File: src/mem_defines.svh
// Widths, bank count, memory latency and address range macros for the banked AXI4-Lite memory
`ifndef MEM_DEFINES_SVH
`define MEM_DEFINES_SVH

// AXI4-Lite bus widths
`define AXIL_ADDR_W 32
`define AXIL_DATA_W 32
`define AXIL_STRB_W (`AXIL_DATA_W / 8)

// Byte address width of the whole memory, higher bits set means out of range
`define MEM_ADDR_W 12
// Byte offset inside one 32-bit word
`define MEM_BYTE_OFF_W 2

// Word interleaving over the banks, bank select sits right above the byte offset
`define MEM_NUM_BANKS 4
`define MEM_BANK_SEL_W 2
`define MEM_BANK_ADDR_W (`MEM_ADDR_W - `MEM_BYTE_OFF_W - `MEM_BANK_SEL_W)

// Cycles from granted request to bank rvalid
`define MEM_LATENCY 1

`endif

File: src/mem_pkg.sv
// Package with converter states, response source tags and AXI response codes
package mem_pkg;

  // Converter FSM states, shared by read and write converters
  typedef enum logic [1:0] {
    IDLE,
    ISSUE,
    WAIT_MEM,
    RESPOND
  } path_state_e;

  // Which converter issued a bank request
  typedef enum logic {
    SRC_READ  = 1'b0,
    SRC_WRITE = 1'b1
  } mem_src_e;

  // AXI response codes in use, EXOKAY and DECERR never produced
  typedef enum logic [1:0] {
    OKAY   = 2'b00,
    SLVERR = 2'b10
  } axil_resp_e;

endpackage

File: src/axil_read_path.sv
// AR/R converter that issues one bank read per AXI4-Lite read and returns the data on R
`timescale 1ns/1ps
`include "mem_defines.svh"

module axil_read_path import mem_pkg::*; (
  input  logic                                            clk_i,
  input  logic                                            reset_i,
  input  logic                                            arvalid_i,
  input  logic [`AXIL_ADDR_W-1:0]                         araddr_i,
  output logic                                            arready_o,
  output logic                                            rvalid_o,
  input  logic                                            rready_i,
  output logic [`AXIL_DATA_W-1:0]                         rdata_o,
  output axil_resp_e                                      rresp_o,
  output logic [`MEM_NUM_BANKS-1:0]                       rd_req_o,
  input  logic [`MEM_NUM_BANKS-1:0]                       rd_gnt_i,
  output logic [`MEM_NUM_BANKS-1:0][`MEM_BANK_ADDR_W-1:0] rd_addr_o,
  input  logic [`MEM_NUM_BANKS-1:0]                       rd_rvalid_i,
  input  logic [`MEM_NUM_BANKS-1:0][`AXIL_DATA_W-1:0]     rd_rdata_i
);

  path_state_e                state_q, state_d;
  logic                       ar_hs;
  logic                       ar_oor;
  logic                       gnt_hit;
  logic                       rsp_hit;
  logic                       oor_q;
  logic [`MEM_BANK_SEL_W-1:0] bank_q;
  logic [`MEM_BANK_ADDR_W-1:0] word_q;
  logic [`AXIL_DATA_W-1:0]    rdata_q;
  logic [`MEM_NUM_BANKS-1:0]  bank_oh;

  // Only one read in flight, AR taken in IDLE only
  assign arready_o = (state_q == IDLE);
  assign ar_hs     = arvalid_i & arready_o;
  // Any address bit above the memory range
  assign ar_oor    = |araddr_i[`AXIL_ADDR_W-1:`MEM_ADDR_W];

  // One-hot bank, request and address on the selected slice only
  always_comb begin
    for (int b = 0; b < `MEM_NUM_BANKS; b++) begin
      bank_oh[b]   = (int'(bank_q) == b);
      rd_req_o[b]  = (state_q == ISSUE) & bank_oh[b];
      rd_addr_o[b] = bank_oh[b] ? word_q : '0;
    end
  end

  assign gnt_hit = |(rd_gnt_i & bank_oh);
  assign rsp_hit = |(rd_rvalid_i & bank_oh);

  always_comb begin
    state_d = state_q;
    unique case (state_q)
      // out-of-range reads skip the bank entirely
      IDLE:     if (ar_hs) state_d = ar_oor ? RESPOND : ISSUE;
      ISSUE:    if (gnt_hit) state_d = WAIT_MEM;
      WAIT_MEM: if (rsp_hit) state_d = RESPOND;
      RESPOND:  if (rready_i) state_d = IDLE;
      default:  state_d = IDLE;
    endcase
  end

  always_ff @(posedge clk_i) begin
    if (reset_i) begin
      state_q <= IDLE;
    end else begin
      state_q <= state_d;
    end
  end

  // Request payload and read data
  always_ff @(posedge clk_i) begin
    if (ar_hs) begin
      oor_q  <= ar_oor;
      bank_q <= araddr_i[`MEM_BYTE_OFF_W +: `MEM_BANK_SEL_W];
      word_q <= araddr_i[`MEM_ADDR_W-1:`MEM_BYTE_OFF_W+`MEM_BANK_SEL_W];
      // Error reads return zero data
      if (ar_oor) begin
        rdata_q <= '0;
      end
    end
    if ((state_q == WAIT_MEM) && rsp_hit) begin
      rdata_q <= rd_rdata_i[bank_q];
    end
  end

  // R held stable in RESPOND until rready_i
  assign rvalid_o = (state_q == RESPOND);
  assign rdata_o  = rdata_q;
  assign rresp_o  = oor_q ? SLVERR : OKAY;

endmodule

File: src/axil_write_path.sv
// AW/W/B converter that joins address and data, issues one bank write and answers on B
`timescale 1ns/1ps
`include "mem_defines.svh"

module axil_write_path import mem_pkg::*; (
  input  logic                                            clk_i,
  input  logic                                            reset_i,
  input  logic                                            awvalid_i,
  input  logic [`AXIL_ADDR_W-1:0]                         awaddr_i,
  output logic                                            awready_o,
  input  logic                                            wvalid_i,
  input  logic [`AXIL_DATA_W-1:0]                         wdata_i,
  input  logic [`AXIL_STRB_W-1:0]                         wstrb_i,
  output logic                                            wready_o,
  output logic                                            bvalid_o,
  input  logic                                            bready_i,
  output axil_resp_e                                      bresp_o,
  output logic [`MEM_NUM_BANKS-1:0]                       wr_req_o,
  input  logic [`MEM_NUM_BANKS-1:0]                       wr_gnt_i,
  output logic [`MEM_NUM_BANKS-1:0][`MEM_BANK_ADDR_W-1:0] wr_addr_o,
  output logic [`MEM_NUM_BANKS-1:0][`AXIL_DATA_W-1:0]     wr_wdata_o,
  output logic [`MEM_NUM_BANKS-1:0][`AXIL_STRB_W-1:0]     wr_strb_o,
  input  logic [`MEM_NUM_BANKS-1:0]                       wr_rvalid_i
);

  path_state_e                 state_q, state_d;
  logic                        aw_hs, w_hs, b_hs;
  logic                        aw_oor_in;
  logic                        aw_oor_c;
  logic                        aw_have, w_have;
  logic                        gnt_hit, rsp_hit;
  logic                        aw_valid_q, w_valid_q;
  logic                        aw_oor_q;
  logic [`MEM_BANK_SEL_W-1:0]  bank_q;
  logic [`MEM_BANK_ADDR_W-1:0] word_q;
  logic [`AXIL_DATA_W-1:0]     wdata_q;
  logic [`AXIL_STRB_W-1:0]     wstrb_q;
  logic [`MEM_NUM_BANKS-1:0]   bank_oh;

  // Each channel ready in IDLE until its own beat is held
  assign awready_o = (state_q == IDLE) & ~aw_valid_q;
  assign wready_o  = (state_q == IDLE) & ~w_valid_q;
  assign aw_hs     = awvalid_i & awready_o;
  assign w_hs      = wvalid_i & wready_o;
  assign b_hs      = bvalid_o & bready_i;

  assign aw_oor_in = |awaddr_i[`AXIL_ADDR_W-1:`MEM_ADDR_W];

  // Both halves present, counting a beat taken on this edge
  assign aw_have  = aw_valid_q | aw_hs;
  assign w_have   = w_valid_q | w_hs;
  assign aw_oor_c = aw_valid_q ? aw_oor_q : aw_oor_in;

  always_comb begin
    for (int b = 0; b < `MEM_NUM_BANKS; b++) begin
      bank_oh[b]    = (int'(bank_q) == b);
      wr_req_o[b]   = (state_q == ISSUE) & bank_oh[b];
      wr_addr_o[b]  = bank_oh[b] ? word_q : '0;
      wr_wdata_o[b] = bank_oh[b] ? wdata_q : '0;
      wr_strb_o[b]  = bank_oh[b] ? wstrb_q : '0;
    end
  end

  assign gnt_hit = |(wr_gnt_i & bank_oh);
  // Bank answers a write with rvalid as well
  assign rsp_hit = |(wr_rvalid_i & bank_oh);

  always_comb begin
    state_d = state_q;
    unique case (state_q)
      IDLE: begin
        if (aw_have && w_have) begin
          state_d = aw_oor_c ? RESPOND : ISSUE;
        end
      end
      ISSUE:    if (gnt_hit) state_d = WAIT_MEM;
      WAIT_MEM: if (rsp_hit) state_d = RESPOND;
      RESPOND:  if (bready_i) state_d = IDLE;
      default:  state_d = IDLE;
    endcase
  end

  // FSM and holding flags
  always_ff @(posedge clk_i) begin
    if (reset_i) begin
      state_q    <= IDLE;
      aw_valid_q <= 1'b0;
      w_valid_q  <= 1'b0;
    end else begin
      state_q <= state_d;
      // Flags released once B is taken
      if (b_hs) begin
        aw_valid_q <= 1'b0;
        w_valid_q  <= 1'b0;
      end else begin
        if (aw_hs) aw_valid_q <= 1'b1;
        if (w_hs) w_valid_q <= 1'b1;
      end
    end
  end

  // AW and W holding registers
  always_ff @(posedge clk_i) begin
    if (aw_hs) begin
      aw_oor_q <= aw_oor_in;
      bank_q   <= awaddr_i[`MEM_BYTE_OFF_W +: `MEM_BANK_SEL_W];
      word_q   <= awaddr_i[`MEM_ADDR_W-1:`MEM_BYTE_OFF_W+`MEM_BANK_SEL_W];
    end
    if (w_hs) begin
      wdata_q <= wdata_i;
      wstrb_q <= wstrb_i;
    end
  end

  assign bvalid_o = (state_q == RESPOND);
  assign bresp_o  = aw_oor_q ? SLVERR : OKAY;

endmodule

File: src/bank_arbiter.sv
// Per-bank round-robin arbiter for read and write requests with a response route queue
`timescale 1ns/1ps
`include "mem_defines.svh"

module bank_arbiter import mem_pkg::*; (
  input  logic                        clk_i,
  input  logic                        reset_i,
  input  logic                        rd_req_i,
  input  logic [`MEM_BANK_ADDR_W-1:0] rd_addr_i,
  output logic                        rd_gnt_o,
  input  logic                        wr_req_i,
  input  logic [`MEM_BANK_ADDR_W-1:0] wr_addr_i,
  input  logic [`AXIL_DATA_W-1:0]     wr_wdata_i,
  input  logic [`AXIL_STRB_W-1:0]     wr_strb_i,
  output logic                        wr_gnt_o,
  output logic                        mem_req_o,
  input  logic                        mem_gnt_i,
  output logic [`MEM_BANK_ADDR_W-1:0] mem_addr_o,
  output logic [`AXIL_DATA_W-1:0]     mem_wdata_o,
  output logic [`AXIL_STRB_W-1:0]     mem_strb_o,
  output logic                        mem_we_o,
  input  logic                        mem_rvalid_i,
  output mem_src_e                    rsp_src_o
);

  // One slot per cycle of latency plus the slot being pushed
  localparam int QDEPTH = `MEM_LATENCY + 1;
  localparam int PTR_W  = (QDEPTH > 1) ? $clog2(QDEPTH) : 1;

  logic             prio_wr_q;
  logic             sel_wr;
  logic             push, pop;
  logic [PTR_W-1:0] wr_ptr_q, rd_ptr_q;
  mem_src_e         route_q [QDEPTH];

  // Write wins when alone or when it lost the last contested round
  assign sel_wr = wr_req_i & (~rd_req_i | prio_wr_q);

  assign mem_req_o   = rd_req_i | wr_req_i;
  assign mem_we_o    = sel_wr;
  assign mem_addr_o  = sel_wr ? wr_addr_i : rd_addr_i;
  assign mem_wdata_o = sel_wr ? wr_wdata_i : '0;
  assign mem_strb_o  = sel_wr ? wr_strb_i : '0;

  // Bank grant goes back to the winner only
  assign wr_gnt_o = sel_wr & mem_gnt_i;
  assign rd_gnt_o = ~sel_wr & rd_req_i & mem_gnt_i;

  assign push = mem_req_o & mem_gnt_i;
  assign pop  = mem_rvalid_i;

  always_ff @(posedge clk_i) begin
    if (reset_i) begin
      prio_wr_q <= 1'b0;
      wr_ptr_q  <= '0;
      rd_ptr_q  <= '0;
    end else begin
      // Pointer moves only on an accepted contested request
      if (push && rd_req_i && wr_req_i) begin
        prio_wr_q <= ~sel_wr;
      end
      if (push) begin
        wr_ptr_q <= (wr_ptr_q == PTR_W'(QDEPTH - 1)) ? '0 : wr_ptr_q + 1'b1;
      end
      if (pop) begin
        rd_ptr_q <= (rd_ptr_q == PTR_W'(QDEPTH - 1)) ? '0 : rd_ptr_q + 1'b1;
      end
    end
  end

  // Route queue storage, tags each accepted request with its source
  always_ff @(posedge clk_i) begin
    if (push) begin
      route_q[wr_ptr_q] <= sel_wr ? SRC_WRITE : SRC_READ;
    end
  end

  // Head of queue owns the response arriving now
  assign rsp_src_o = route_q[rd_ptr_q];

endmodule

File: src/axil_to_mem_interleaved.sv
// Top level joining read and write converters to per-bank arbiters and forming busy_o
`timescale 1ns/1ps
`include "mem_defines.svh"

module axil_to_mem_interleaved import mem_pkg::*; (
  input  logic                                            clk_i,
  input  logic                                            reset_i,
  output logic                                            busy_o,
  input  logic                                            awvalid_i,
  output logic                                            awready_o,
  input  logic [`AXIL_ADDR_W-1:0]                         awaddr_i,
  input  logic                                            wvalid_i,
  output logic                                            wready_o,
  input  logic [`AXIL_DATA_W-1:0]                         wdata_i,
  input  logic [`AXIL_STRB_W-1:0]                         wstrb_i,
  output logic                                            bvalid_o,
  input  logic                                            bready_i,
  output axil_resp_e                                      bresp_o,
  input  logic                                            arvalid_i,
  output logic                                            arready_o,
  input  logic [`AXIL_ADDR_W-1:0]                         araddr_i,
  output logic                                            rvalid_o,
  input  logic                                            rready_i,
  output logic [`AXIL_DATA_W-1:0]                         rdata_o,
  output axil_resp_e                                      rresp_o,
  output logic [`MEM_NUM_BANKS-1:0]                       mem_req_o,
  input  logic [`MEM_NUM_BANKS-1:0]                       mem_gnt_i,
  output logic [`MEM_NUM_BANKS-1:0][`MEM_BANK_ADDR_W-1:0] mem_addr_o,
  output logic [`MEM_NUM_BANKS-1:0][`AXIL_DATA_W-1:0]     mem_wdata_o,
  output logic [`MEM_NUM_BANKS-1:0][`AXIL_STRB_W-1:0]     mem_strb_o,
  output logic [`MEM_NUM_BANKS-1:0]                       mem_we_o,
  input  logic [`MEM_NUM_BANKS-1:0]                       mem_rvalid_i,
  input  logic [`MEM_NUM_BANKS-1:0][`AXIL_DATA_W-1:0]     mem_rdata_i
);

  // Internal bank buses, one slice per bank
  logic [`MEM_NUM_BANKS-1:0]                       rd_req, rd_gnt, rd_rvalid;
  logic [`MEM_NUM_BANKS-1:0][`MEM_BANK_ADDR_W-1:0] rd_addr;
  logic [`MEM_NUM_BANKS-1:0]                       wr_req, wr_gnt, wr_rvalid;
  logic [`MEM_NUM_BANKS-1:0][`MEM_BANK_ADDR_W-1:0] wr_addr;
  logic [`MEM_NUM_BANKS-1:0][`AXIL_DATA_W-1:0]     wr_wdata;
  logic [`MEM_NUM_BANKS-1:0][`AXIL_STRB_W-1:0]     wr_strb;
  mem_src_e                                        rsp_src [`MEM_NUM_BANKS];

  // Ready outputs drop exactly when a converter leaves IDLE or holds a beat
  assign busy_o = ~arready_o | ~awready_o | ~wready_o;

  axil_read_path i_read_path (
    .clk_i, .reset_i, .arvalid_i, .araddr_i, .arready_o,
    .rvalid_o, .rready_i, .rdata_o, .rresp_o,
    .rd_req_o    ( rd_req      ),
    .rd_gnt_i    ( rd_gnt      ),
    .rd_addr_o   ( rd_addr     ),
    .rd_rvalid_i ( rd_rvalid   ),
    .rd_rdata_i  ( mem_rdata_i )
  );

  axil_write_path i_write_path (
    .clk_i, .reset_i, .awvalid_i, .awaddr_i, .awready_o,
    .wvalid_i, .wdata_i, .wstrb_i, .wready_o, .bvalid_o, .bready_i, .bresp_o,
    .wr_req_o    ( wr_req    ),
    .wr_gnt_i    ( wr_gnt    ),
    .wr_addr_o   ( wr_addr   ),
    .wr_wdata_o  ( wr_wdata  ),
    .wr_strb_o   ( wr_strb   ),
    .wr_rvalid_i ( wr_rvalid )
  );

  for (genvar b = 0; b < `MEM_NUM_BANKS; b++) begin : g_bank
    bank_arbiter i_bank_arbiter (
      .clk_i, .reset_i,
      .rd_req_i  ( rd_req[b]  ), .rd_addr_i ( rd_addr[b] ), .rd_gnt_o ( rd_gnt[b] ),
      .wr_req_i  ( wr_req[b]  ), .wr_addr_i ( wr_addr[b] ), .wr_wdata_i ( wr_wdata[b] ),
      .wr_strb_i ( wr_strb[b] ), .wr_gnt_o  ( wr_gnt[b]  ),
      .mem_req_o ( mem_req_o[b] ), .mem_gnt_i ( mem_gnt_i[b] ), .mem_addr_o ( mem_addr_o[b] ),
      .mem_wdata_o  ( mem_wdata_o[b]  ), .mem_strb_o ( mem_strb_o[b] ),
      .mem_we_o     ( mem_we_o[b]     ),
      .mem_rvalid_i ( mem_rvalid_i[b] ), .rsp_src_o  ( rsp_src[b]    )
    );

    // Response goes to the converter that issued the request
    assign rd_rvalid[b] = mem_rvalid_i[b] & (rsp_src[b] == SRC_READ);
    assign wr_rvalid[b] = mem_rvalid_i[b] & (rsp_src[b] == SRC_WRITE);
  end

endmodule

File: config.mk
export PLATFORM = sky130hd
export DESIGN_NAME = axil_to_mem_interleaved
export DESIGN_NICKNAME = d
export VERILOG_FILES = /design/src/mem_pkg.sv /design/src/axil_read_path.sv /design/src/axil_write_path.sv /design/src/bank_arbiter.sv /design/src/axil_to_mem_interleaved.sv
export VERILOG_INCLUDE_DIRS = /design/src /design/src/src
export SDC_FILE = /design/constraint.sdc
export NUM_CORES = 1
export LEC_CHECK = 0
export BUFFER_PORTS_ARGS = -buffer_cell sky130_fd_sc_hd__buf_2
export CAP_MARGIN = 0
export CORE_AREA = 2 2 180 182
export CTS_CLUSTER_SIZE = 24
export DETAILED_ROUTE_END_ITERATION = 10
export DIE_AREA = 0 0 182 184
export HOLD_SLACK_MARGIN = 0.02
export PLACE_DENSITY = 0.51
export REMOVE_ABC_BUFFERS = 1
export SLEW_MARGIN = 0
export SYNTH_ARGS = -nofsm -noshare
export SYNTH_HDL_FRONTEND = slang
export SYNTH_SLANG_ARGS = --single-unit
File: constraint.sdc
create_clock -name clk_i -period 5.4 [get_ports clk_i]
set_clock_uncertainty 0.05 [all_clocks]
set_input_delay 0.81 -clock clk_i [delete_from_list [all_inputs] [get_ports clk_i]]
set_output_delay 0.81 -clock clk_i [all_outputs]
set_load 0.03 [all_outputs]
**Yosys cells after proc, flatten, opt, wreduce, memory -nomap -nowiden**

Memory sizes are Yosys's and may differ from the RTL's. A register that Yosys moved wholly into a read port is not among the register bits.
Index checks and enable logic that the tools add are counted.

- $add $sub $neg: 8
- Order comparisons: 1
- Equal/unequal tests: 20
- Multiplexer cells: 76
- Bitwise logic cells: 75
- Reduce and logical (&&, ||, !) cells: 26

Operators by type and width:

| cell | count |
|---|---|
| 32-bit 2-to-1 mux | 12 |
| 8-bit 2-to-1 mux | 12 |
| 32-bit binary-select mux with 2-bit select | 1 |
| 1-bit AND | 42 |
| 20-bit OR reduction | 2 |
| 4-bit 2-to-1 mux | 8 |
| 1-bit 2-to-1 mux | 29 |
| 2-bit 2-to-1 mux | 12 |
| 1-bit NOT | 17 |
| 4-bit AND | 4 |
| 2-bit == test, second input constant | 8 |
| 2-bit one-hot mux with 4 select lines | 2 |
| 4-bit OR reduction | 4 |
| 2-bit by 1-bit inequality test with 1-bit output, second input constant | 6 |
| 1-bit OR | 12 |
| 1-bit logical AND | 10 |
| 1-bit adder, second input constant | 8 |
| 2-bit by 1-bit == test with 1-bit output, second input constant | 4 |
| 2-bit logical NOT | 4 |
| 4-bit AND reduction | 2 |
| 2-bit inequality test, second input constant | 2 |
| 2-bit nonzero test | 2 |
| 2-bit by 3-bit < comparator with 1-bit output, second input constant | 1 |
| 2-bit AND reduction | 1 |
| 2-bit OR reduction | 1 |

- Bits in registers: 108
- RAM bits: 8
- Bits of input ports: 243
- Output and inout port bits: 226
- Word-level logic and storage cells: 235
- Memories kept: 4

Memories:

| name | words | width | read ports | clocked after Yosys merged registers in | write ports | RTL line | RTL |
|---|---|---|---|---|---|---|---|
| g_bank[0].i_bank_arbiter.route_q | 2 | 1 | 1 | 1 | 1 | bank_arbiter.sv:34 | `mem_src_e route_q [QDEPTH];` |
| g_bank[1].i_bank_arbiter.route_q | 2 | 1 | 1 | 1 | 1 | bank_arbiter.sv:34 |  |
| g_bank[2].i_bank_arbiter.route_q | 2 | 1 | 1 | 1 | 1 | bank_arbiter.sv:34 |  |
| g_bank[3].i_bank_arbiter.route_q | 2 | 1 | 1 | 1 | 1 | bank_arbiter.sv:34 |  |

**Longest topological paths before layout**

Gate-level depths: netlist of run 1.

- Depth in word-level cells: 12
- Depth in mapped cells: 9
- Mapped depth without buffers: 7

**Hierarchy**

Synthesis of run 1 repeated with hierarchy kept, for this count alone.

- Cells, all modules: 808
- Area, all modules: 8,460.6 um^2

Modules (own cells, without submodules):

| module | instances | cells each | area each (um^2) | seq. area each (um^2) |
|---|---|---|---|---|
| axil_write_path | 1 | 304 | 3,061.7 | 1,491.4 |
| axil_read_path | 1 | 203 | 2,906.5 | 1,331.3 |
| bank_arbiter | 4 | 73 | 609.3 | 140.1 |
| axil_to_mem_interleaved | 1 | 9 | 55.1 | 0.0 |

**Worst setup path before layout of run 1**

Ideal clock, no wire load.

- Kind: reg2out
- Start point: register i_write_path.state_q[1]
- End point: output port mem_addr_o[27] (netlist bit)
- Data arrival time: 2,112 ps
- Data required time: 4,540 ps
- Slack: 2,428 ps
- Stages on the path, launching flop included: 9
- Path buffers: 3
- Cell sequence: dfxtp_1 inv_1 ha_1 buf_6 and3_1 and2_0 clkbuf_1 clkbuf_1 o21ai_0

RTL lines:

| element | RTL line | RTL |
|---|---|---|
| start: declaration | axil_write_path.sv:26 | `path_state_e state_q, state_d;` |
| start signal: assignment | axil_write_path.sv:90 | `state_q <= state_d;` |
| end: declaration | axil_to_mem_interleaved.sv:28 | `` output logic [`MEM_NUM_BANKS-1:0][`MEM_BANK_ADDR_W-1:0] mem_addr_o, `` |

==> results of run 1 <==
## flip-flops by register name, summed over array words and instances, names as in the netlist, named ones only
signal                           cells
i_read_path.word_q                   8
i_read_path.bank_q                   2
i_write_path.state_q                 2
i_write_path.aw_valid_q              1
i_write_path.aw_oor_q                1
i_write_path.w_valid_q               1
i_write_path.wdata_q                32
g_bank.i_bank_arbiter.route_q        8
g_bank.i_bank_arbiter.wr_ptr_q       4
i_read_path.oor_q                    1
i_write_path.wstrb_q                 4
g_bank.i_bank_arbiter.prio_wr_q      4
i_write_path.bank_q                  2
i_read_path.rdata_o                 32
i_write_path.word_q                  8
i_read_path.state_q                  2
g_bank.i_bank_arbiter.rd_ptr_q       4
## area by class of cell
type,instances,area [µm²]
Clock inverter,7,140
Antenna cell,1,2.50
Fill cell,3284,21100
Multi-Input combinational cell,458,3310
Sequential cell,120,3380
Inverter,13,48.8
Timing Repair Buffer,473,2390
Clock buffer,25,495
Tap cell,402,503
## cells in the mapped netlist (2+ instances only)
master	n	area, µm²
nand2_1	72	270
buf_4	12	90.1
nand3b_1	4	30.0
ha_1	9	113
nand3_1	10	50.1
xnor2_1	6	52.6
xor2_1	5	43.8
and3_1	112	701
buf_2	18	90.1
clkbuf_1	32	120
nor2b_1	6	37.5
o21ai_0	35	175
nor2_1	25	93.8
buf_6	2	22.5
a21oi_1	3	15.0
a211o_1	3	26.3
inv_1	13	48.8
o21bai_1	2	15.0
nor4b_1	2	17.5
o22ai_1	2	12.5
mux4_2	32	721
edfxtp_1	98	2940
a21o_1	2	15.0
nand2b_1	2	12.5
or3_1	3	18.8
dfxtp_1	22	440
nor4_1	10	62.6
mux2i_1	6	60.1
and2_1	77	482
## cell families (layout without fill, tap and decap cells)
group                    Yosys count  after routing
other                              1              3
buffers and inverters             78            518
multiplexers                      38             38
AND/OR/NAND/NOR                  337            337
flip-flops                       120            120
adder cells (fa/ha/maj)            9              9
AO/OA/AOI/OAI                     61             61
XOR/XNOR                          11             11
## through the flow
step                cell area, µm²  hold WS, ns
finish                       10300        0.457
global route                 10300        0.482
CTS                          10300        0.461
detailed placement            9640        0.447
global placement              9640        0.444
floorplan                     6740        0.411
## power by group through the flow
| stage | clock network (mW) | registers (mW) | logic (mW) |
|---|---|---|---|
| 3_5_place_dp | 0 | 1.42 | 1.78 |
| 4_1_cts | 1.28 | 1.40 | 1.78 |
| 5_1_grt | 1.32 | 1.42 | 1.89 |
| 6_report | 1.25 | 1.40 | 1.76 |
| 2_1_floorplan | 0 | 1.52 | 1.01 |
| 3_3_place_gp | 0 | 1.41 | 1.77 |
## path summary, 6_finish.rpt
kind	end	slack [ns]
max	mem_addr_o[27]	1.34
min	flip-flop	0.46
max reg2reg	i_read_path.rdata_o[18]	2.23
min reg2reg	flip-flop	0.46
## cells in the final DEF, fill, tap and decap left out, types with 13 or more instances in the layout
cell type,netlist,layout
dfxtp_1,22,22
o21ai_0,35,35
nand2_1,72,72
nor2_1,25,25
and3_1,112,112
edfxtp_1,98,98
inv_1,13,13
buf_2,18,462
clkbuf_16,0,17
and2_1,77,76
mux4_2,32,32
## layer usage
metal	share of wire	up-vias	wire length, µm
li1	-	3217	-
met1	0.44	3288	12400
met2	0.49	258	13700
met3	0.057	44	1610
met4	0.019	0	544
met5	0	-	0
## worst max-delay path, delay by kind of cell, from the launching register on
family,cells,cell delay (ns)
buf+inv,3,0.67
simple gates,2,1.10
compound gates,1,0.25
flops,1,0.35
fa+ha+maj,1,0.38
==> flow_summary_export.csv, run 1 <==
group,metric,value,unit
run_status,run_status,"completed",
timing,hold_violations,0,
finish,fin_nets,1335,
timing,post-route-period-util,0.751,
logic_synthesis,ys_types,59,
timing,rsz0062_at_grt,"no",
worst_setup_path,arrival,3.20,ns
finish,drive_gt1_frac,0.496,
hold_path,min_from,"g_bank[2].i_bank_arbiter.rd_ptr_q",
hold_path,hold_path_depth,2,
timing,relSlewSlack,0.245,
power,seq_power_share,0.317,
worst_setup_path,critPathSlowestCell,"and2_0",
power,switching_share,0.404,
power,power.internal,2.63,mW
logic_synthesis,ys_ff_latch,120,
logic_synthesis,synth_xor_area_frac,0.0136,
routing,drtIter0Drc,410,
global_route,grtUsageMet2,0.271,
clocking,cts_buffer_depth,2,
worst_setup_path,worstPathCellList,"inv_1 -> ha_1 -> nand4b_2 -> buf_4 -> and2_0 -> o21ai_0 -> buf_2",
die,rows,65,
timing,worst_pin_slew,1.13,ns
die,ios,469,
logic_synthesis,netlist_area,7060,µm²
worst_setup_path,crit_type,"flip-flop to output pin",
timing,final.setup.tns,0,ns
clocking,numCtsBuffers,17,
timing,max_freq,0.247,GHz
die,initial_core_util,0.225,
timing,setup_violations,0,
global_route,grt.overflow.total,0,
logic_synthesis,muxShareOfSynthArea,0.111,
clocking,postCtsSetupBuffers,0,
worst_setup_path,r2r_start,"i_read_path.bank_q[1]",
die,dieArea,33500,µm²
global_route,grt_pass1_wl,40.8,mm
logic_synthesis,synth_fa_ha_area_frac,0.0159,
job,max_cap_violations,0,
power,leakage,5.21,nW
global_route,grt_pass1_vias,6721,
placed_design,port_buffers,462,
routing,drc,0,
timing,fin_ws,1.34,ns
placed_design,placed_cells,1466,
routing,wire_per_inst,18.9,µm
die,core_area,31400,µm²
clocking,cts.clk_slew.worst_paths,0.06,ns
global_route,antenna_found_initial,1,
clocking,cts_tree,"yes",
power,p_total,4.41,mW
placed_design,place.gp.congestion,0.883,
clocking,clock-sinks,120,
worst_setup_path,start_kind,"flip-flop",
placed_design,post-place-ws,1.77,ns
global_route,use_met3,0.0376,
routing,dr.pass1.iters,5,
worst_setup_path,cp_slowest_stage_delay,0.92,ns
logic_synthesis,yosys.area_share.simple,0.269,
clocking,htreeDepth,4,
clocking,cts-resized-gates,0,
routing,postRouteAntennaNets,0,
logic_synthesis,synth_top_family_by_area,"simple AND/OR/NAND/NOR gates",
logic_synthesis,synthCells,655,
power,p_clk_frac,0.283,
finish,fin_util,0.328,
finish,area_growth,45.6,%
worst_setup_path,critPathMaxFanout,37,
routing,dr_total_vias,6807,
die,die_x,182,µm
power,power_switching,1.78,mW
logic_synthesis,yosysWarningCount,0,
power,ir_drop,0.396,mV
global_route,grt_use_total,0.162,
routing,viasPerCell,4.54,
logic_synthesis,synthFlopType,"edfxtp_1",
die,dieHeight,184,µm
logic_synthesis,ys_seq_area_frac,0.479,
timing,slew_viol_final,0,
logic_synthesis,synth_edf_count,98,
worst_setup_path,crit_start,"i_read_path.state_q[1]",
timing,min_period,4.06,ns
power,p_per_area,429,nW/µm²
worst_setup_path,worstPathRequired,4.54,ns
logic_synthesis,synth-compound-area-share,0.0578,
global_route,busiest_layer,"met2",
global_route,use_met1,0.206,
clocking,clk_latency,0.41,ns
clocking,root_buffer,"clkbuf_16",
hold_path,holdCritPathClass,"flip-flop to flip-flop",
routing,drt-total-wl,28.3,mm
clocking,postCtsHoldBufs,0,
power,p_comb_frac,0.400,
logic_synthesis,synthArstFlopShare,0,
logic_synthesis,synth_area_per_cell,10.8,µm²
placed_design,hpwl,21.9,mm
worst_setup_path,reg2regPathDepth,6,
global_route,grt_start_max_net_pins,56,
worst_setup_path,worstSetupEndpointType,"output pin",
finish,fin_cells,1499,
Power figures use the tool's default switching activity.
==> inputs of run 2 (changes only) <==
Settings changed: ABC_AREA set to 1.
Clock period 5.4 ns to 3.7 ns, I/O delays scaled along.
==> run 2 against run 1 <==
Against the previous run:
- cell area fell by 3.9%
- first-iteration DRC count rose by 12%
- synthesized area fell by 7.5%
- synthesized cell count rose by 25%
- sequential power rose by 37%
- hold slack got worse by 0.20 ns
- sequential cell count did not move
- via count rose by 8.2%
- die area did not move
- worst setup slack got worse by 1.1 ns
- sequential share of layout area rose by 1.3 points
- cell count rose by 12%
- critical path type unchanged
==> flow_summary_export.csv, run 2 <==
group,metric,value,unit
clocking,postCtsSetupBuffers,0,
finish,drive_gt1_frac,0.406,
timing,relSlewSlack,0.424,
timing,rsz0062_at_grt,"no",
worst_setup_path,r2r_start,"i_read_path.state_q[1]",
placed_design,port_buffers,462,
logic_synthesis,yosysWarningCount,0,
hold_path,min_from,"wdata_i[1]",
die,ios,469,
power,p_per_area,610,nW/µm²
worst_setup_path,worstPathRequired,3.09,ns
global_route,grt_use_total,0.161,
finish,n_fill_cell,3414,
timing,min_period,3.42,ns
worst_setup_path,crit_family,"simple AND/OR/NAND/NOR gates",
clocking,cts.clk_slew.worst_paths,0.06,ns
logic_synthesis,yosys-top-cells-area,"edfxtp_1 (45%), nor2_1 (12%), nand2_1 (8.0%)",
routing,viasPerCell,4.38,
power,ir_drop,0.324,mV
die,dieHeight,184,µm
logic_synthesis,synthArstFlopShare,0,
worst_setup_path,arrival,2.82,ns
die,initial_core_util,0.208,
logic_synthesis,synth_area_per_cell,7.95,µm²
die,core_area,31400,µm²
timing,setup_violations,0,
worst_setup_path,start_kind,"flip-flop",
worst_setup_path,cp_slowest_stage_delay,0.64,ns
global_route,grt_pass1_wl,40.6,mm
routing,dr_total_vias,7368,
timing,slew_viol_final,0,
placed_design,place.gp.congestion,0.866,
routing,dr.pass1.iters,5,
routing,wire_per_inst,16.7,µm
logic_synthesis,synthCells,821,
clocking,cts_buffer_depth,2,
worst_setup_path,crit_buf_inv,4,
power,p_total,6.03,mW
die,die_x,182,µm
timing,post-route-period-util,0.925,
run_status,run_status,"completed",
finish,multi_input_area,2600,µm²
timing,worst_pin_slew,0.860,ns
logic_synthesis,ys_types,27,
placed_design,hpwl,21.1,mm
worst_setup_path,worstPathCellList,"inv_1 -> ha_1 -> inv_1 -> nor2_1 -> nand2_1 -> nand2_2 -> buf_4 -> nor2_1 -> buf_2",
worst_setup_path,critPathSlowestCell,"nand2_2",
finish,area_growth,51.4,%
clocking,clock-sinks,120,
clocking,cts-resized-gates,0,
routing,drtIter0Drc,460,
finish,final_common_cell,"buf_2",
clocking,numCtsBuffers,17,
clocking,root_buffer,"clkbuf_16",
logic_synthesis,synth_commonest_cells,"nor2_1 (216), nand2_1 (139), edfxtp_1 (98)",
job,max_cap_violations,0,
logic_synthesis,synthDominantAreaCellType,"edfxtp_1",
logic_synthesis,ys_ff_latch,120,
logic_synthesis,synth_edf_count,98,
worst_setup_path,worstSetupEndpointType,"output pin",
finish,final_cell_mix,"buf_2 (462), nor2_1 (214), nand2_1 (135)",
timing,fin_ws,0.277,ns
clocking,postCtsHoldBufs,0,
routing,drt-total-wl,28.1,mm
logic_synthesis,netlist_area,6530,µm²
finish,fin_nets,1518,
finish,regArea,3380,µm²
timing,max_freq,0.292,GHz
hold_path,holdCritPathClass,"primary input to flip-flop",
global_route,grt.overflow.total,0,
power,leakage,5.06,nW
global_route,grt_start_max_net_pins,42,
global_route,antenna_found_initial,3,
die,rows,65,
clocking,htreeDepth,4,
placed_design,post-place-ws,0.725,ns
clocking,cts_tree,"yes",
logic_synthesis,yosys.area.top_type_share,0.451,
logic_synthesis,synthFlopType,"edfxtp_1",
routing,postRouteAntennaNets,0,
clocking,clk_latency,0.41,ns
routing,drc,0,
global_route,grt_pass1_vias,6990,
logic_synthesis,synth_most_common_cell,"nor2_1",
timing,hold_violations,0,
die,dieArea,33500,µm²
worst_setup_path,critPathMaxFanout,33,
worst_setup_path,crit_start,"i_read_path.state_q[1]",
logic_synthesis,ys_seq_area_frac,0.518,
worst_setup_path,crit_type,"flip-flop to output pin",
## run 2: changes by cell type in the layout (fill, tap and decap cells not counted), moves of 7 or more
cell     previous run  this run
a21oi_1             3        15
mux4_2             32         0
a31oi_1             1        32
o21ai_0            35        42
nor2_1             25       214
nor4_1             10         1
a22oi_1             1        32
nand3_1            10        48
inv_1              13        93
nand2_1            72       135
and3_1            112         1
and2_1             76         0
## run 2: cell families (layout without fill, tap and decap cells)
kind of cell	after synthesis	in the layout	synth area share
AND/OR/NAND/NOR	415	415	0.252
XOR/XNOR	4	4	0.00536
flip-flops	120	120	0.518
AO/OA/AOI/OAI	125	125	0.115
buffers and inverters	147	604	0.0920
adder cells (fa/ha/maj)	9	9	0.0172
other	1	4	0.000574
## run 2: worst paths after layout
kind / slack (ns) / depth (start not counted) / endpoint
worst max-delay path: 0.28 / 9 / mem_wdata_o[115]
worst min-delay path: 0.26 / 1 / i_write_path.wdata_q[1]
worst max register to register: 1.20 / 13 / i_read_path.state_q[1]
worst min register to register: 0.43 / 2 / g_bank[1].i_bank_arbiter.prio_wr_q
## run 2: power by group
part / switching (mW) / internal [mW]
clock: 0.659 / 1.07
combinational: 1.77 / 0.616
sequential: 0.112 / 1.81
total: 2.54 / 3.49
## run 2: routing by layer
metal  wire length (µm)  global-route usage
met1              11500               0.191
met2              14100               0.287
met3               2040              0.0400
met4                384              0.0494
met5                  0                   0
## run 2: metrics by stage
step                instance area [µm²]   util  cells  hold slack, ns  TNS [ns]
floorplan                          6290      -    770           0.394    -22.82
global placement                   9280  0.295   1649           0.410         0
detailed placement                 9280  0.295   1649           0.418         0
CTS                                9880  0.315   1681           0.234         0
global route                       9890  0.315   1683           0.241         0
finish                             9890  0.315   1683           0.260         0
## run 2: layout make-up
cell class	count	area share
Clock buffer	18	0.0434
Multi-Input combinational cell	555	0.263
Sequential cell	120	0.342
Timing Repair Buffer	477	0.247
Antenna cell	2	0.000506
Clock inverter	14	0.0177
Inverter	95	0.0361
Tap cell	402	0.0509
==> inputs of run 3 (changes only) <==
Settings changed: GPL_TIMING_DRIVEN set to 0, HOLD_SLACK_MARGIN 0.02 to 0.08.
==> run 3 against run 2 <==
Against the previous run:
- cell count shrank 0.36%
- power fell by 0.80%
- sequential power is essentially flat
- global-route usage is 0.37 points lower
- clock power down 5%
- sequential share of layout area is 0.18 points lower
- first-iteration DRC count decreased by 24%
- sequential cell count stayed put
- non-clock buffer count shrank 4
- largest cell class unchanged
- highest routed layer unchanged
==> flow_summary_export.csv, run 3 (synthesis gave the netlist of run 2 again) <==
group,metric,value,unit
clocking,cts.clk_slew.worst_paths,0.06,ns
clocking,cts-resized-gates,0,
finish,n_fill_cell,3395,
routing,postRouteAntennaNets,0,
clocking,clk_latency,0.41,ns
clocking,htreeDepth,4,
worst_setup_path,worstSetupEndpointType,"output pin",
die,die_x,182,µm
routing,viasPerCell,4.33,
global_route,grt_pass1_wl,39.8,mm
global_route,antenna_found_initial,1,
power,ir_drop,0.281,mV
routing,dr_total_vias,7265,
timing,worst_pin_slew,0.894,ns
finish,area_growth,52.2,%
timing,setup_violations,0,
finish,fin_nets,1514,
clocking,postCtsHoldBufs,0,
timing,relSlewSlack,0.402,
worst_setup_path,crit_type,"flip-flop to output pin",
die,rows,65,
run_status,run_status,"completed",
routing,drt-total-wl,27.7,mm
global_route,grt_pass1_vias,6778,
placed_design,hpwl,21.4,mm
hold_path,holdCritPathClass,"primary input to flip-flop",
finish,final_common_cell,"buf_2",
clocking,postCtsSetupBuffers,0,
die,dieArea,33500,µm²
worst_setup_path,start_kind,"flip-flop",
power,leakage,5.08,nW
hold_path,hold_path_depth,1,
placed_design,port_buffers,462,
timing,final.setup.tns,0,ns
die,dieHeight,184,µm
die,ios,469,
timing,post-route-period-util,0.868,
timing,slew_viol_final,0,
timing,hold_violations,0,
finish,fin_util,0.317,
finish,drive_gt1_frac,0.405,
global_route,grt_use_total,0.157,
routing,dr.pass1.iters,5,
routing,wire_per_inst,16.5,µm
die,initial_core_util,0.208,
routing,drtIter0Drc,349,
routing,drc,0,
clocking,clock-sinks,120,
placed_design,place.gp.congestion,0.805,
worst_setup_path,critPathMaxFanout,47,
die,core_area,31400,µm²
clocking,cts_buffer_depth,2,
global_route,grt.overflow.total,0,
finish,fin_area,9940,µm²
clocking,root_buffer,"clkbuf_16",
timing,max_freq,0.311,GHz
clocking,cts_tree,"yes",
worst_setup_path,arrival,2.61,ns
global_route,grt_start_max_net_pins,49,
worst_setup_path,worstPathRequired,3.09,ns
finish,final_cell_mix,"buf_2 (462), nor2_1 (214), nand2_1 (134)",
timing,hold_slack,0.263,ns
job,max_cap_violations,0,
worst_setup_path,reg2regPathDepth,6,
timing,rsz0062_at_grt,"no",
finish,diodes,0,
timing,min_period,3.21,ns
placed_design,postPlaceCellArea,9350,µm²
clocking,numCtsBuffers,17,
power,p_per_area,602,nW/µm²
==> run 3: cell count changes in the layout (fill, tap and decap cells not counted), sizes merged <==
| cell | change |
|---|---|
| inv | +1 |
| bufinv | -3 |
| diode | -2 |
| buf | -4 |
| clkbuf | +3 |
| clkinv | +1 |
| clkinvlp | -2 |
==> run 3: where the power goes <==
| part | switching [mW] | internal [mW] | total, mW |
|---|---|---|---|
| Clock | 0.661 | 0.986 | 1.65 |
| Sequential | 0.115 | 1.81 | 1.92 |
| Combinational | 1.76 | 0.645 | 2.41 |
| Total | 2.54 | 3.44 | 5.98 |
==> run 3: area by class of cell <==
| type | count | area, µm² | area share |
|---|---|---|---|
| Sequential cell | 120 | 3380 | 0.340 |
| Inverter | 95 | 357 | 0.0359 |
| Tap cell | 402 | 503 | 0.0506 |
| Clock buffer | 21 | 504 | 0.0507 |
| Timing Repair Buffer | 473 | 2510 | 0.252 |
| Multi-Input combinational cell | 555 | 2600 | 0.262 |
| Clock inverter | 11 | 85.1 | 0.00856 |
==> run 3: path summary, 6_finish.rpt <==
path,from,to,slack (ns)
max,i_read_path.state_q[1],mem_addr_o[31],0.49
min,wdata_i[22],i_write_path.wdata_q[22],0.26
max reg2reg,i_read_path.state_q[1],i_read_path.rdata_o[16],1.05
min reg2reg,g_bank[2].i_bank_arbiter.prio_wr_q,g_bank[2].i_bank_arbiter.prio_wr_q,0.42
==> run 3: worst max-delay path, cell delays in order, from the launching register on <==
cell,delay (ns)
dfxtp_1,0.32
inv_1,0.10
ha_1,0.30
inv_1,0.15
nor2_1,0.16
nand2_1,0.10
nand2_2,0.29
buf_12,0.27
nand3_1,0.09
o21ai_0,0.12
buf_2,0.24
==> run 3: stage by stage <==
| step | power (mW) | std cells | setup slack, ns |
|---|---|---|---|
| 6_report | 5.98 | 1677 | 0.489 |
| 5_1_grt | 6.33 | 1677 | 0.273 |
| 4_1_cts | 6.08 | 1677 | 0.430 |
| 3_5_place_dp | 4.38 | 1645 | 0.889 |
| 3_3_place_gp | 4.31 | 1634 | -2.73 |
| 2_1_floorplan | 3.43 | 770 | -0.367 |
==> run 3: layer usage <==
layer  GRT usage  wire, µm  vias to the layer above
met1       0.188     11400                     3361
met3      0.0464      2160                       17
met2       0.275     13800                      313
met5           0         0                        -
li1            -         -                     3574
met4      0.0426       300                        0
